### src/logic/ema_pkg.sv
package ema_pkg;

    // ------------------------------------------------------------
    // sample and accumulator widths
    // ------------------------------------------------------------

    // width of the input samples and of the filtered output.
    localparam int data_w = 16;

    // fractional bits carried below the sample lsb in the accumulator.
    localparam int guard_bits = 4;

    // scaled accumulator, one sample shifted left by guard_bits.
    localparam int acc_w = data_w + guard_bits;

    // one extra bit so scaled sample minus accumulator never overflows.
    localparam int err_w = acc_w + 1;

    // ------------------------------------------------------------
    // filter coefficient
    // ------------------------------------------------------------

    // alpha = 2**-alpha_shift, here 1/8.
    localparam int alpha_shift = 3;

endpackage

### src/logic/ema_accum.sv
`timescale 1ns/10ps

// scaled running average and its narrowed output.
module ema_accum (
    input  logic                       clk,
    input  logic                       rst,
    input  logic                       update,
    input  logic                       load,
    input  logic [ema_pkg::err_w-1:0]  err,
    input  logic [ema_pkg::err_w-1:0]  err_shifted,
    output logic [ema_pkg::acc_w-1:0]  acc,
    output logic [ema_pkg::data_w-1:0] dout
);

    // accumulator with the guard bits dropped, still acc_w wide.
    logic [ema_pkg::acc_w-1:0] acc_narrow;

    // ------------------------------------------------------------
    // accumulator
    // ------------------------------------------------------------

    // on load err is scaled sample minus acc, so acc becomes the sample.
    // the sum always lies between two in-range values, so the
    // truncation to acc_w is exact.
    always_ff @(posedge clk) begin
        if (rst) begin
            acc <= '0;
        end
        else if (load) begin
            acc <= acc + err[ema_pkg::acc_w-1:0];
        end
        else if (update) begin
            acc <= acc + err_shifted[ema_pkg::acc_w-1:0];
        end
    end

    // ------------------------------------------------------------
    // output narrowing
    // ------------------------------------------------------------

    shift #(
        .data_width  (ema_pkg::acc_w),
        .data_type   ("signed"),
        .shift_value (-ema_pkg::guard_bits),
        .async       (1'b1)
    ) narrow_inst (
        .clk  (clk),
        .din  (acc),
        .dout (acc_narrow)
    );

    // upper bits only repeat the sign.
    assign dout = acc_narrow[ema_pkg::data_w-1:0];

endmodule

### src/logic/ema_control.sv
`timescale 1ns/10ps

// sequences one sample through the datapath in three edges.
// stage 0 is idle, stage 1 waits for the registered shift,
// stage 2 applies the result to the accumulator.
module ema_control (
    input  logic clk,
    input  logic rst,
    input  logic din_valid,
    input  logic clear,
    output logic busy,
    output logic capture,
    output logic update,
    output logic load,
    output logic dout_valid
);

    // position of the sample in flight, zero when idle.
    logic [1:0] stage;

    // set while the next accepted sample must be loaded directly.
    logic preload;

    // load or update choice made for the sample in flight.
    logic mode_load;

    // ------------------------------------------------------------
    // acceptance
    // ------------------------------------------------------------

    // strobes that arrive while busy are dropped.
    assign busy    = (stage != 2'd0);
    assign capture = din_valid & ~busy;

    // ------------------------------------------------------------
    // stage counter and strobes
    // ------------------------------------------------------------

    always_ff @(posedge clk) begin
        if (rst) begin
            stage      <= 2'd0;
            preload    <= 1'b1;
            mode_load  <= 1'b0;
            load       <= 1'b0;
            update     <= 1'b0;
            dout_valid <= 1'b0;
        end
        else begin
            case (stage)
                2'd0: begin
                    if (capture) begin
                        stage <= 2'd1;
                    end
                end
                2'd1: begin
                    stage <= 2'd2;
                end
                default: begin
                    stage <= 2'd0;
                end
            endcase

            // the choice is fixed when the sample is accepted.
            if (capture) begin
                mode_load <= preload;
            end

            // clear wins over a preload being consumed on the same edge.
            if (clear) begin
                preload <= 1'b1;
            end
            else if (capture) begin
                preload <= 1'b0;
            end

            // apply strobes are high in the cycle before the third edge.
            load       <= (stage == 2'd1) & mode_load;
            update     <= (stage == 2'd1) & ~mode_load;
            dout_valid <= (stage == 2'd2);
        end
    end

endmodule

### src/logic/ema_error.sv
`timescale 1ns/10ps

// difference between the scaled new sample and the accumulator.
module ema_error (
    input  logic                       clk,
    input  logic                       rst,
    input  logic                       capture,
    input  logic [ema_pkg::data_w-1:0] din,
    input  logic [ema_pkg::acc_w-1:0]  acc,
    output logic [ema_pkg::err_w-1:0]  err
);

    // sample sign extended to the accumulator width.
    logic [ema_pkg::acc_w-1:0] din_ext;

    // sample moved up by the guard bits.
    logic [ema_pkg::acc_w-1:0] din_scaled;

    assign din_ext = {{ema_pkg::guard_bits{din[ema_pkg::data_w-1]}}, din};

    shift #(
        .data_width  (ema_pkg::acc_w),
        .data_type   ("signed"),
        .shift_value (ema_pkg::guard_bits),
        .async       (1'b1)
    ) scale_inst (
        .clk  (clk),
        .din  (din_ext),
        .dout (din_scaled)
    );

    // held between captures so the load path can reuse it.
    always_ff @(posedge clk) begin
        if (rst) begin
            err <= '0;
        end
        else if (capture) begin
            err <= {din_scaled[ema_pkg::acc_w-1], din_scaled}
                 - {acc[ema_pkg::acc_w-1], acc};
        end
    end

endmodule

### src/logic/ema_filter.sv
`timescale 1ns/10ps

// exponential moving average, one sample every three cycles.
module ema_filter (
    input  logic                       clk,
    input  logic                       rst,
    input  logic [ema_pkg::data_w-1:0] din,
    input  logic                       din_valid,
    input  logic                       clear,
    output logic                       busy,
    output logic [ema_pkg::data_w-1:0] dout,
    output logic                       dout_valid
);

    logic                      capture;
    logic                      update;
    logic                      load;
    logic [ema_pkg::err_w-1:0] err;
    logic [ema_pkg::err_w-1:0] err_shifted;
    logic [ema_pkg::acc_w-1:0] acc;

    ema_control ema_control_inst (
        .clk        (clk),
        .rst        (rst),
        .din_valid  (din_valid),
        .clear      (clear),
        .busy       (busy),
        .capture    (capture),
        .update     (update),
        .load       (load),
        .dout_valid (dout_valid)
    );

    ema_error ema_error_inst (
        .clk     (clk),
        .rst     (rst),
        .capture (capture),
        .din     (din),
        .acc     (acc),
        .err     (err)
    );

    // alpha weighting, registered to give the second pipeline edge.
    shift #(
        .data_width  (ema_pkg::err_w),
        .data_type   ("signed"),
        .shift_value (-ema_pkg::alpha_shift),
        .async       (1'b0)
    ) alpha_inst (
        .clk  (clk),
        .din  (err),
        .dout (err_shifted)
    );

    ema_accum ema_accum_inst (
        .clk         (clk),
        .rst         (rst),
        .update      (update),
        .load        (load),
        .err         (err),
        .err_shifted (err_shifted),
        .acc         (acc),
        .dout        (dout)
    );

endmodule

### src/logic/shift.sv
`timescale 1ns/10ps

// constant shift by shift_value bits.
// a positive value shifts left, a negative value shifts right.
// signed data uses arithmetic shifts, unsigned data logical ones.
// async set gives a combinational path, cleared gives one register.
module shift #(
    parameter int data_width  = 16,
    parameter     data_type   = "signed",
    parameter int shift_value = -1,
    parameter bit async       = 1'b0
) (
    input  logic                  clk,
    input  logic [data_width-1:0] din,
    output logic [data_width-1:0] dout
);

    // shifted value before the optional output register.
    logic [data_width-1:0] shifted;

    // ------------------------------------------------------------
    // shift operator
    // ------------------------------------------------------------

    generate
        if (data_type == "signed") begin : g_signed
            if (shift_value > 0) begin : g_left
                assign shifted = $signed(din) <<< shift_value;
            end
            else if (shift_value < 0) begin : g_right
                // arithmetic right shift floors toward minus infinity.
                assign shifted = $signed(din) >>> (-shift_value);
            end
            else begin : g_none
                assign shifted = din;
            end
        end
        else begin : g_unsigned
            if (shift_value > 0) begin : g_left
                assign shifted = din << shift_value;
            end
            else if (shift_value < 0) begin : g_right
                assign shifted = din >> (-shift_value);
            end
            else begin : g_none
                assign shifted = din;
            end
        end
    endgenerate

    // ------------------------------------------------------------
    // output stage
    // ------------------------------------------------------------

    generate
        if (async) begin : g_comb
            assign dout = shifted;
        end
        else begin : g_reg
            logic [data_width-1:0] dout_q;

            always_ff @(posedge clk) begin
                dout_q <= shifted;
            end

            assign dout = dout_q;
        end
    endgenerate

endmodule

### config.mk
export PLATFORM = sky130hd
export DESIGN_NAME = ema_filter
export DESIGN_NICKNAME = d
export VERILOG_FILES = /design/src/logic/ema_pkg.sv /design/src/logic/ema_accum.sv /design/src/logic/ema_control.sv /design/src/logic/ema_error.sv /design/src/logic/ema_filter.sv /design/src/logic/shift.sv
export SDC_FILE = /design/constraint.sdc
export NUM_CORES = 1
export LEC_CHECK = 0
export BUFFER_PORTS_ARGS = -buffer_cell sky130_fd_sc_hd__buf_2
export CAP_MARGIN = 10
export CORE_MARGIN = 8
export CORE_UTILIZATION = 45
export CTS_CLUSTER_SIZE = 25
export DETAILED_ROUTE_END_ITERATION = 7
export MAX_ROUTING_LAYER = met4
export SYNTH_ARGS = -nofsm -noshare
export SYNTH_HDL_FRONTEND = slang
export SYNTH_SLANG_ARGS = --single-unit
### constraint.sdc
create_clock -name clk -period 6 [get_ports clk]
set_input_delay 0.3 -clock clk [delete_from_list [all_inputs] [get_ports clk]]
set_output_delay 0.3 -clock clk [all_outputs]
set_load 0.01 [all_outputs]
==> results by group, run 1 <==
Run status
  • Status: finished, final reports clean

Detailed routing
  • Iteration-0 DRC Markers: 154
  • 1st-pass router iterations: 4
  • Final WL: 10600 um
  • WL/cell: 16.5 um
  • Post-route ant nets: 0
  • Vias per std cell: 5.48
  • Drt drc: 0
  • Via Count: 3525

Logic synthesis
  • Yosys Warn Count: 0
  • Top_reg_cell synth: dfxtp_1
  • Synth unique cells: 57
  • EDFF count, synth: 0
  • Syn avg cell area: 8.18 um2
  • Synth area leaders: dfxtp_1 (32%), ha_1 (11%), nand2_1 (7.1%)
  • Synth area leader: dfxtp_1
  • Top cell type's share of synthesized area: 0.317
  • Mapped Cells: a little over 500
  • #FFs+latches synth: between 60 and 70
  • Sequential cell area fraction in the yosys report: 0.317
  • Ys async rst share: 0
  • Net Count, Synth: 567
  • Mapped cell area: approximately 4200 um2

Clock network
  • Worst-case clock buffer depth: 2
  • Clock root buffer: clkbuf_8
  • Clk slew on worst S/H paths: 0.08 ns
  • CTS tree: built
  • CTS Hold Bufs: 0
  • Htree depth: 3
  • Clk_lat worst skew: ~0.34 ns
  • # resized after CTS: 0
  • Num CTS Buffers: 9
  • Post-CTS setup buffer count: 0
  • Clk sinks: 66

Cells and area
  • Design area: 4550 um2
  • Commonest non-fill, non-tap cells in the layout: nand2_1 (79), dfxtp_1 (66), a21oi_1 (54), buf_2 (37), ha_1 (36)
  • Final nets: 584
  • Layout cell share with drive strength beyond 1: 0.145
  • Antenna diodes: 0
  • Layout Utilization: 0.499
  • Synth-to-layout area growth: 9.00%
  • Commonest non-fill, non-tap cell in the layout: nand2_1

STA
  • Post-route minimum period: 3.53 ns
  • Fmax: 283 MHz
  • Setup violations, final: 0
  • Skew final: about 0.015 ns
  • Crit share post-route: 0.589
  • RSZ-0062 raised after global routing: no
  • Pins Over Slew Limit: 0
  • Max_slew headroom: 0.416
  • Final Hold Fails: 0
  • Hold Slack: 0.151 ns
  • Worst slew pin tran: between 0.8 and 0.9 ns
  • Final TNS setup: 0 ns
  • Final setup margin: 2.47 ns

Global routing
  • Vias in the first global route: ~3400
  • Largest net degree at the start of global routing: 39
  • Grt total ovfl: 0
  • Total track usage: 0.173
  • Initial antenna violation count: 0
  • First-pass GRT wire length: between 15000 and 20000 um

Placed design
  • Worst slack, placed: 2.51 ns
  • Count of input and output buffers: 37
  • DP Wirelength: 8340 um
  • Placed Instance Area: 4320 um2
  • Gpl congestion: 0.883

Die
  • Die Y-Extent: approximately 110 um
  • Die area: 12600 um2
  • Site Rows: 35
  • Die width: 112 um
  • # IOs: 38
  • Core area: 9110 um2
  • Starting Density: 0.458

Setup path
  • R2R depth: 10
  • CP dominant cell by count: a21oi_1
  • Delay of the slowest cell on the worst path: about 0.90 ns
  • CP Capture Type: flop
  • Setup CP Type: flop to flop
  • Reg2reg end: ema_accum_inst.acc[16]
  • Reg-to-reg startpoint: ema_control_inst.load
  • CP Launch Type: flop
  • Slack of the worst reg-to-reg path: 2.47 ns
  • Critical path's slowest cell: dfxtp_1
  • WP data required: 6.18 ns
  • CP Cell Sequence: mux2_2, ha_1, fa_1, a21oi_1, o21ai_0, a21oi_1, o21ai_1, a211oi_1, or4_1, o311ai_0
  • Critical Path AT: 3.72 ns
  • CP max FO: 23

Power
  • VDD IR max: 0.113 mV
  • Pwr per Cell Area: 243 nW/um2
  • Leak pwr: roughly 1.9 nW

Min path
  • Worst hold stages: 2
  • Hold WC Path Type: input port to flop
  • Hold_sp: clear
  • Hold EP: ema_control_inst.preload

Run
  • Max-cap violations: 0
==> metal layers <==
metal | global-route usage | share of wire | vias to the layer above
met5 | - | 0 | -
met4 | 0.0513 | 0.012 | 0
met3 | 0.0274 | 0.028 | 8
met2 | 0.254 | 0.43 | 60
met1 | 0.240 | 0.53 | 1625
li1 | - | - | 1832
==> synth_stat cells (all sizes together) (2+ instances only) <==
| cell type | count |
|---|---|
| o311ai | 3 |
| or4 | 2 |
| nor2 | 26 |
| a2111oi | 2 |
| a32o | 2 |
| a311oi | 2 |
| nand2 | 80 |
| nand4 | 2 |
| ha | 36 |
| nand2b | 2 |
| and4 | 2 |
| o21a | 6 |
| o21bai | 2 |
| nor3 | 6 |
| o311a | 2 |
| nor3b | 2 |
| nand3 | 11 |
| o211ai | 2 |
| o31ai | 5 |
| inv | 28 |
| nor2b | 6 |
| and3 | 7 |
| or3 | 5 |
| dfxtp | 66 |
| a31oi | 2 |
| mux2 | 17 |
| o21ai | 26 |
| xnor2 | 19 |
| mux2i | 4 |
| xor2 | 9 |
| buf | 20 |
| a22o | 5 |
| and2 | 5 |
| clkbuf | 12 |
| a21oi | 54 |
| a211oi | 8 |
| a21o | 9 |
==> where the power goes <==
part,internal [W],switching [W]
clock,0.000246,0.000185
sequential,0.000465,0.0000184
combinational,0.0000791,0.000109
total,0.000791,0.000313
==> area by class of cell <==
cell class                      count  area [um2]
Tap cell                          111         139
Inverter                           28         105
Sequential cell                    66        1320
Clock inverter                      6        88.8
Timing Repair Buffer               38         193
Fill cell                         906        4560
Clock buffer                       10         138
Multi-Input combinational cell    384        2560
==> through the flow <==
step / cells / power (W)
6_report: 643 / 0.00110
5_1_grt: 643 / 0.00116
4_1_cts: 643 / 0.00111
3_5_place_dp: 627 / 0.000681
3_3_place_gp: 627 / 0.000680
2_1_floorplan: 510 / 0.000634
==> how the worst max path moves through the flow <==
stage,end,start,depth (start not counted)
final,ema_accum_inst.acc[16],ema_control_inst.load,10
after global routing,ema_accum_inst.acc[16],ema_control_inst.load,10
after CTS,ema_accum_inst.acc[16],ema_control_inst.load,10
after detailed placement,ema_accum_inst.acc[16],ema_control_inst.load,10
after global placement,ema_accum_inst.acc[16],ema_control_inst.load,10
after floorplan,ema_accum_inst.acc[16],ema_control_inst.load,12
==> flip-flops by register name, indices dropped and copies added, names as in the netlist <==
name	count
ema_accum_inst.acc	20
ema_control_inst.preload	1
ema_control_inst.load	1
ema_control_inst.mode_load	1
alpha_inst.dout	18
ema_control_inst.update	1
ema_error_inst.err	21
ema_control_inst.dout_valid	1
ema_control_inst.stage	2
==> worst max-delay path: cells and delay by family, from the launching register on <==
family | cells | cell delay (ns)
AO/OA/AOI/OAI | 6 | 1.26
adder cells (fa/ha/maj) | 2 | 0.63
flip-flops | 1 | 0.90
multiplexers | 1 | 0.42
AND/OR/NAND/NOR | 1 | 0.15
==> logic make-up after synthesis <==
group / share of synthesized area
AO/OA/AOI/OAI: 0.213
XOR/XNOR: 0.0588
adder cells (fa/ha/maj): 0.113
buffers and inverters: 0.0690
flip-flops: 0.317
multiplexers: 0.0555
AND/OR/NAND/NOR: 0.174
Power figures use the tool's default switching activity.
==> inputs of run 2 (changes only) <==
--- a/config.mk
+++ b/config.mk
@@ -12,6 +12,7 @@
 export CTS_CLUSTER_SIZE = 25
 export DETAILED_ROUTE_END_ITERATION = 7
 export MAX_ROUTING_LAYER = met4
+export PLACE_DENSITY = 0.66
 export SYNTH_ARGS = -nofsm -noshare
 export SYNTH_HDL_FRONTEND = slang
 export SYNTH_SLANG_ARGS = --single-unit
==> constraint.sdc (replaced) <==
create_clock -name clk -period 2.9 [get_ports clk]
set_input_delay 0.145 -clock clk [delete_from_list [all_inputs] [get_ports clk]]
set_output_delay 0.145 -clock clk [all_outputs]
set_load 0.01 [all_outputs]
==> run 2 against run 1 <==
Compared with the run above:
- cell area up 6.0%
- via count grew 3.0%
- worst setup slack worse by 2.4 ns
- sequential share of layout area is 1.6 points lower
- fmax is 26% higher
- final cell count up 2.8%
- die area unchanged
- count of clock-buffer cells in the layout fell by 1
- clock power up 130%
- largest power group unchanged
==> results by group, run 2 (same netlist as run 1, synthesis figures left out) <==
Die
  • Starting Density: 0.458 (unchanged)
  • Die Y-Extent: 112 um (unchanged)
  • Site Rows: 35 (unchanged)
  • Die area: 12600 um2 (unchanged)
  • Die width: 112 um (unchanged)
  • Core area: 9110 um2 (unchanged)
  • # IOs: 38 (unchanged)

STA
  • Final setup margin: 0.102 ns (was 2.47 ns)
  • Post-route minimum period: 2.80 ns (was 3.53 ns)
  • Max_slew headroom: 0.493 (was 0.416)
  • Fmax: 357 MHz (was 283 MHz)
  • RSZ-0062 raised after global routing: yes (was no)
  • Worst slew pin tran: 0.757 ns (was 0.874 ns)
  • Crit share post-route: 0.965 (was 0.589)
  • Final Hold Fails: 0 (unchanged)
  • Skew final: 0.0141 ns (was 0.0146 ns)
  • Pins Over Slew Limit: 0 (unchanged)
  • Setup violations, final: 0 (unchanged)
  • Hold Slack: 0.314 ns (was 0.151 ns)

Global routing
  • Total track usage: 0.176 (was 0.173)
  • M1 GR Usage: 0.229 (was 0.240)
  • Initial antenna violation count: 0 (unchanged)
  • Largest net degree at the start of global routing: 39 (unchanged)
  • GR Util met3: 0.0322 (was 0.0274)
  • First-pass GRT wire length: 17500 um (was 17100 um)
  • Grt total ovfl: 0 (unchanged)
  • Vias in the first global route: 3539 (was 3357)
  • Met2 GRT Util: 0.264 (was 0.254)
  • GRT busiest layer: met2 (unchanged)

Setup path
  • CP Capture Type: flop (unchanged)
  • Setup CP Type: flop to flop (unchanged)
  • CP Launch Type: flop (unchanged)
  • CP max FO: 3 (was 23)
  • Critical Path AT: 3.00 ns (was 3.72 ns)
  • Delay of the slowest cell on the worst path: 0.42 ns (was 0.90 ns)
  • CP Cell Sequence: mux2_2, ha_1, fa_1, a21oi_1, o21ai_0, a21oi_2, o21ai_1, a211oi_2, or4_1, o311ai_0 (was mux2_2, ha_1, fa_1, a21oi_1, o21ai_0, a21oi_1, o21ai_1, a211oi_1, or4_1, o311ai_0)
  • WP data required: 3.10 ns (was 6.18 ns)
  • Critical path's slowest cell: fa_1 (was dfxtp_1)

Power
  • Leak pwr: 2.03 nW (was 1.92 nW)
  • Pwr Total: 0.00241 W (was 0.00110 W)
  • VDD IR max: 0.264 mV (was 0.113 mV)
  • Pwr per Cell Area: 499 nW/um2 (was 243 nW/um2)

Detailed routing
  • WL/cell: 16.3 um (was 16.5 um)
  • Iteration-0 DRC Markers: 199 (was 154)
  • Post-route ant nets: 0 (unchanged)
  • Final WL: 10800 um (was 10600 um)
  • 1st-pass router iterations: 5 (was 4)
  • Via Count: 3629 (was 3525)
  • Vias per std cell: 5.49 (was 5.48)
  • Drt drc: 0 (unchanged)

Min path
  • Hold WC Path Type: input port to flop (unchanged)

Run
  • Max-cap violations: 0 (unchanged)

Placed design
  • Count of input and output buffers: 37 (unchanged)
  • Worst slack, placed: 0.0417 ns (was 2.51 ns)
  • Gpl congestion: 0.992 (was 0.883)
  • DP Wirelength: 8180 um (was 8340 um)

Cells and area
  • Commonest non-fill, non-tap cell in the layout: nand2_1 (unchanged)
  • Reg with most FFs: ema_error_inst.err (unchanged)
  • Final nets: 602 (was 584)
  • Commonest non-fill, non-tap cells in the layout: nand2_1 (79), dfxtp_1 (65), a21oi_1 (49), buf_2 (37), ha_1 (32) (was nand2_1 (79), dfxtp_1 (66), a21oi_1 (54), buf_2 (37), ha_1 (36))
  • Synth-to-layout area growth: 15.5% (was 9.00%)
  • # fillers: 881 (was 906)
  • Antenna diodes: 0 (unchanged)
  • Largest register FFs: 21 (unchanged)
  • Layout cell share with drive strength beyond 1: 0.202 (was 0.145)

Run status
  • Status: finished, final reports clean (unchanged)

Clock network
  • CTS tree: built (unchanged)
  • Htree depth: 3 (unchanged)
  • Num CTS Buffers: 9 (unchanged)
  • Worst-case clock buffer depth: 2 (unchanged)
  • Clock root buffer: clkbuf_8 (unchanged)
  • Clk sinks: 66 (unchanged)
  • Clk_lat worst skew: 0.35 ns (was 0.34 ns)
  • Clk slew on worst S/H paths: 0.09 ns (was 0.08 ns)
-- run 2: changes by cell type in the layout (fill, tap and decap cells not counted), moves of 2 or more --
cell / previous run / this run
buf_4: 1 / 18
a21oi_1: 54 / 49
a21oi_2: 0 / 5
ha_1: 36 / 32
ha_4: 0 / 4
a211oi_1: 8 / 6
a211oi_2: 0 / 2
clkinv_4: 0 / 2
clkinvlp_4: 2 / 0
-- run 2: final cells by class --
| cell class | count | area, um2 | share of cell area |
|---|---|---|---|
| clock buffer | 9 | 124 | 0.0257 |
| clock inverter | 7 | 125 | 0.0260 |
| inverter | 28 | 105 | 0.0218 |
| multi-input combinational | 384 | 2670 | 0.555 |
| sequential | 66 | 1320 | 0.275 |
| tap | 111 | 139 | 0.0288 |
| timing repair buffer | 56 | 330 | 0.0686 |
-- run 2: report_power, final --
group,internal [W],total (W),switching [W]
Combinational,0.000188,0.000431,0.000242
Clock,0.000580,0.000976,0.000395
Sequential,0.000963,0.000999,0.0000364
Total,0.00173,0.00241,0.000674
-- run 2: what timing repair did --
| action | in CTS | in global routing |
|---|---|---|
| buffers inserted | 0 | 0 |
| endpoints found under the hold margin | 1 | 0 |
| hold buffers | 1 | 0 |
| setup endpoints to repair | 0 | 7 |
| resized for setup | 0 | 20 |
-- run 2: through the flow --
step | instance area (um2) | util | cells | setup TNS (ns)
after floorplan | 4180 | - | 510 | 0
after global placement | 4450 | 0.488 | 644 | 0
after detailed placement | 4450 | 0.488 | 644 | 0
after CTS | 4710 | 0.517 | 661 | 0
after global routing | 4820 | 0.529 | 661 | -0.0537
final | 4820 | 0.529 | 661 | 0
-- run 2: path summary, 6_finish.rpt --
path                                from  cells after the start                endpoint  slack (ns)
setup / recovery   ema_control_inst.load                     10  ema_accum_inst.acc[16]        0.10
hold / removal                   din[15]                      5  ema_error_inst.err[20]        0.31
hold reg to reg   ema_error_inst.err[20]                      0     alpha_inst.dout[17]        0.37
setup reg to reg   ema_control_inst.load                     10  ema_accum_inst.acc[16]        0.10
-- run 2: worst max-delay path, delay by kind of cell (launching register included) --
kind | cells | cell delay, ns
adder cells (fa/ha/maj) | 2 | 0.65
flip-flops | 1 | 0.35
AO/OA/AOI/OAI | 6 | 1.17
multiplexers | 1 | 0.33
AND/OR/NAND/NOR | 1 | 0.15
-- run 2: layer usage --
metal,wire length (um),share of wire,up-vias
li1,-,-,1856
met1,5280,0.49,1660
met2,4680,0.43,97
met3,602,0.056,16
met4,217,0.020,0
met5,0,0,-
==> inputs of run 3 (changes only) <==
--- a/config.mk
+++ b/config.mk
@@ -5,14 +5,17 @@
 export SDC_FILE = /design/constraint.sdc
 export NUM_CORES = 1
 export LEC_CHECK = 0
+export ABC_AREA = 1
 export BUFFER_PORTS_ARGS = -buffer_cell sky130_fd_sc_hd__buf_2
 export CAP_MARGIN = 10
+export CORE_ASPECT_RATIO = 0.7
 export CORE_MARGIN = 8
 export CORE_UTILIZATION = 45
 export CTS_CLUSTER_SIZE = 25
 export DETAILED_ROUTE_END_ITERATION = 7
 export MAX_ROUTING_LAYER = met4
-export PLACE_DENSITY = 0.66
+export PLACE_DENSITY = 0.65
+export SLEW_MARGIN = 20
 export SYNTH_ARGS = -nofsm -noshare
 export SYNTH_HDL_FRONTEND = slang
 export SYNTH_SLANG_ARGS = --single-unit
==> run 3 against run 2 <==
Compared with the run above:
- sequential cell count unchanged
- count of clock-buffer cells in the layout up 2
- sequential share of layout area shrank 2.7 points
- routed wire length up 21%
- synthesized area is 15% higher
- critical path type unchanged
- die area increased by 13%
- largest cell class unchanged
- worst setup slack gained 0.36 ns
- highest routed layer unchanged
- fmax is 15% higher
- clock skew decreased by 0.0071 ns
- utilization down 1.5 points
- critical path depth rose by 5
- non-clock buffer count shrank 15
==> results by group, run 3 <==
Logic synthesis
  • Top_reg_cell synth: dfxtp_1 (unchanged)
  • Synth area leader: dfxtp_1 (unchanged)
  • Mapped Cells: 766 (was 510)
  • Net Count, Synth: 823 (was 567)
  • Yosys Warn Count: 0 (unchanged)
  • Top cell type's share of synthesized area: 0.275 (was 0.317)
  • Mapped cell area: 4810 um2 (was 4170 um2)
  • EDFF count, synth: 0 (unchanged)
  • Commonest cells in the netlist: nand2_1 (201), inv_1 (143), a21oi_1 (71) (was nand2_1 (79), dfxtp_1 (66), a21oi_1 (54))
  • Top-count cell post-synth: nand2_1 (unchanged)
  • Syn avg cell area: 6.28 um2 (was 8.18 um2)
  • Ys async rst share: 0 (unchanged)
  • Sequential cell area fraction in the yosys report: 0.275 (was 0.317)
  • #FFs+latches synth: 66 (unchanged)
  • Synth area leaders: dfxtp_1 (27%), nand2_1 (16%), inv_1 (11%) (was dfxtp_1 (32%), ha_1 (11%), nand2_1 (7.1%))
  • Synth unique cells: 28 (was 57)

STA
  • Skew final: 0.00694 ns (was 0.0141 ns)
  • Crit share post-route: 0.840 (was 0.965)
  • Max_slew headroom: 0.590 (was 0.493)
  • Setup violations, final: 0 (unchanged)
  • Fmax: 410 MHz (was 357 MHz)
  • Final TNS setup: 0 ns (unchanged)
  • Pins Over Slew Limit: 0 (unchanged)
  • Worst slew pin tran: 0.614 ns (was 0.757 ns)
  • Post-route minimum period: 2.44 ns (was 2.80 ns)
  • Hold Slack: 0.274 ns (was 0.314 ns)
  • Final Hold Fails: 0 (unchanged)
  • Final setup margin: 0.463 ns (was 0.102 ns)
  • RSZ-0062 raised after global routing: no (was yes)

Setup path
  • CP Launch Type: flop (unchanged)
  • Critical Path AT: 2.67 ns (was 3.00 ns)
  • CP Cell Sequence: inv_2, nand2_1, nand2_1, ha_1, fa_1, nand3_1, nand3_1, nand2_1, nand2_1, nand2_1, nand2_1, nand2_1, nand3_1, nand2_1, inv_1 (was mux2_2, ha_1, fa_1, a21oi_1, o21ai_0, a21oi_2, o21ai_1, a211oi_2, or4_1, o311ai_0)
  • CP max FO: 34 (was 3)
  • CP dominant cell by count: nand2_1
  • Setup CP Type: flop to flop (unchanged)
  • WP buf/inv: 2 (was 0)
  • WP depth: 15 (was 10)
  • WP data required: 3.14 ns (was 3.10 ns)
  • Worst path top cell family by delay: simple AND/OR/NAND/NOR gates (was compound AO/OA/AOI/OAI gates)
  • R2R depth: 15 (was 10)
  • Delay of the slowest cell on the worst path: 0.46 ns (was 0.42 ns)
  • Critical path's slowest cell: fa_1 (unchanged)
  • CP Capture Type: flop (unchanged)
  • Slack of the worst reg-to-reg path: 0.46 ns (was 0.10 ns)

Clock network
  • Clk sinks: 66 (unchanged)
  • # resized after CTS: 0 (unchanged)
  • CTS tree: built (unchanged)
  • Post-CTS setup buffer count: 0 (unchanged)
  • Worst-case clock buffer depth: 2 (unchanged)
  • Num CTS Buffers: 9 (unchanged)
  • Htree depth: 3 (unchanged)
  • Clk slew on worst S/H paths: 0.06 ns (was 0.09 ns)
  • Clk_lat worst skew: 0.34 ns (was 0.35 ns)
  • Clock root buffer: clkbuf_16 (was clkbuf_8)
  • CTS Hold Bufs: 1 (unchanged)

Cells and area
  • Antenna diodes: 0 (unchanged)
  • Final nets: 843 (was 602)
  • Seq. cell area: 1320 um2 (about the same)
  • Largest register FFs: 21 (unchanged)
  • Reg with most FFs: ema_error_inst.err (unchanged)
  • Layout Utilization: 0.514 (was 0.529)
  • # fillers: 1029 (was 881)
  • Synth-to-layout area growth: 11.1% (was 15.5%)
  • Area of the multi-input gates: 2750 um2 (was 2670 um2)
  • Commonest non-fill, non-tap cells in the layout: nand2_1 (201), inv_1 (143), a21oi_1 (71), dfxtp_1 (66), nand3_1 (51) (was nand2_1 (79), dfxtp_1 (65), a21oi_1 (49), buf_2 (37), ha_1 (32))
  • Commonest non-fill, non-tap cell in the layout: nand2_1 (unchanged)
  • Layout cell share with drive strength beyond 1: 0.119 (was 0.202)

Die
  • Site Rows: 31 (was 35)
  • Starting Density: 0.463 (was 0.458)
  • Die area: 14300 um2 (was 12600 um2)
  • # IOs: 38 (unchanged)
  • Die Y-Extent: 102 um (was 112 um)
  • Core area: 10400 um2 (was 9110 um2)
  • Die width: 140 um (was 112 um)

Min path
  • Hold WC Path Type: input port to flop (unchanged)
  • Worst hold stages: 4 (was 5)

Placed design
  • Gpl congestion: 0.940 (was 0.992)
  • Worst slack, placed: 0.493 ns (was 0.0417 ns)
  • DP Wirelength: 10500 um (was 8180 um)
  • Count of input and output buffers: 37 (unchanged)

Global routing
  • First-pass GRT wire length: 21500 um (was 17500 um)
  • Vias in the first global route: 4337 (was 3539)
  • Grt total ovfl: 0 (unchanged)
  • Total track usage: 0.196 (was 0.176)
  • Largest net degree at the start of global routing: 35 (was 39)
  • Initial antenna violation count: 0 (unchanged)

Detailed routing
  • Post-route ant nets: 0 (unchanged)
  • 1st-pass router iterations: 5 (unchanged)
  • Drt drc: 0 (unchanged)
  • Final WL: 13000 um (was 10800 um)
  • WL/cell: 14.1 um (was 16.3 um)
  • Vias per std cell: 4.98 (was 5.49)
  • Via Count: 4599 (was 3629)
  • Iteration-0 DRC Markers: 344 (was 199)

Run
  • Max-cap violations: 0 (unchanged)

Power
  • Pwr per Cell Area: 552 nW/um2 (was 499 nW/um2)
  • VDD IR max: 0.299 mV (was 0.264 mV)
  • Leak pwr: 2.92 nW (was 2.03 nW)

Run status
  • Status: finished, final reports clean (unchanged)
[run 3: changes by cell type in the layout (fill, tap and decap cells not counted), sizes merged, moves of 17 or more]
cell	previous run	this run
o21ai	26	46
mux2	17	0
inv	30	149
nor2	26	56
a21oi	54	74
nand2	80	212
nand3	11	57
[run 3: power breakdown]
part / switching, W / leakage [nW] / internal, W
logic: 0.000454 / 2.21 / 0.000245
clock network: 0.000419 / 0.162 / 0.000804
registers: 0.0000437 / 0.544 / 0.000986
total: 0.000917 / 2.92 / 0.00203
[run 3: layer usage]
metal  part of all wire  vias to the layer above  global-route usage
met4             0.0073                        0              0.0515
met3              0.057                        9              0.0352
li1                   -                     2411                   -
met5                  0                        -                   -
met2               0.39                      119               0.273
met1               0.55                     2060               0.283
[run 3: cell type report]
cell class,instances,area share
multi-input combinational,520,0.514
sequential,66,0.247
inverter,148,0.104
clock buffer,11,0.0473
timing repair buffer,41,0.0407
tap,132,0.0309
clock inverter,5,0.0159
[run 3: final timing paths]
check / startpoint / to
setup reg to reg: ema_control_inst.load / ema_accum_inst.acc[16]
hold reg to reg: ema_error_inst.err[13] / alpha_inst.dout[10]
setup / recovery: ema_control_inst.load / ema_accum_inst.acc[16]
hold / removal: din_valid / ema_control_inst.stage[0]
[run 3: metrics by stage]
step	cells	power (W)	cell area, um2
after floorplan	766	0.00157	4810
after global placement	906	0.00172	5000
after detailed placement	906	0.00173	5000
after CTS	923	0.00297	5340
after global routing	923	0.00312	5340
final	923	0.00295	5340
[run 3: kinds of logic (layout without fill, tap and decap cells)]
group | after synthesis | in the layout | share of synthesized area
AND/OR/NAND/NOR | 341 | 341 | 0.306
AO/OA/AOI/OAI | 125 | 125 | 0.136
XOR/XNOR | 17 | 17 | 0.0310
adder cells (fa/ha/maj) | 37 | 37 | 0.0978
buffers and inverters | 180 | 205 | 0.154
flip-flops | 66 | 66 | 0.275
[run 3: worst register-to-register path: cells and delay by family (launching register included)]
family	cells	cell delay, ns
buffers and inverters	2	0.26
flip-flops	1	0.42
AND/OR/NAND/NOR	11	0.95
adder cells (fa/ha/maj)	2	0.70
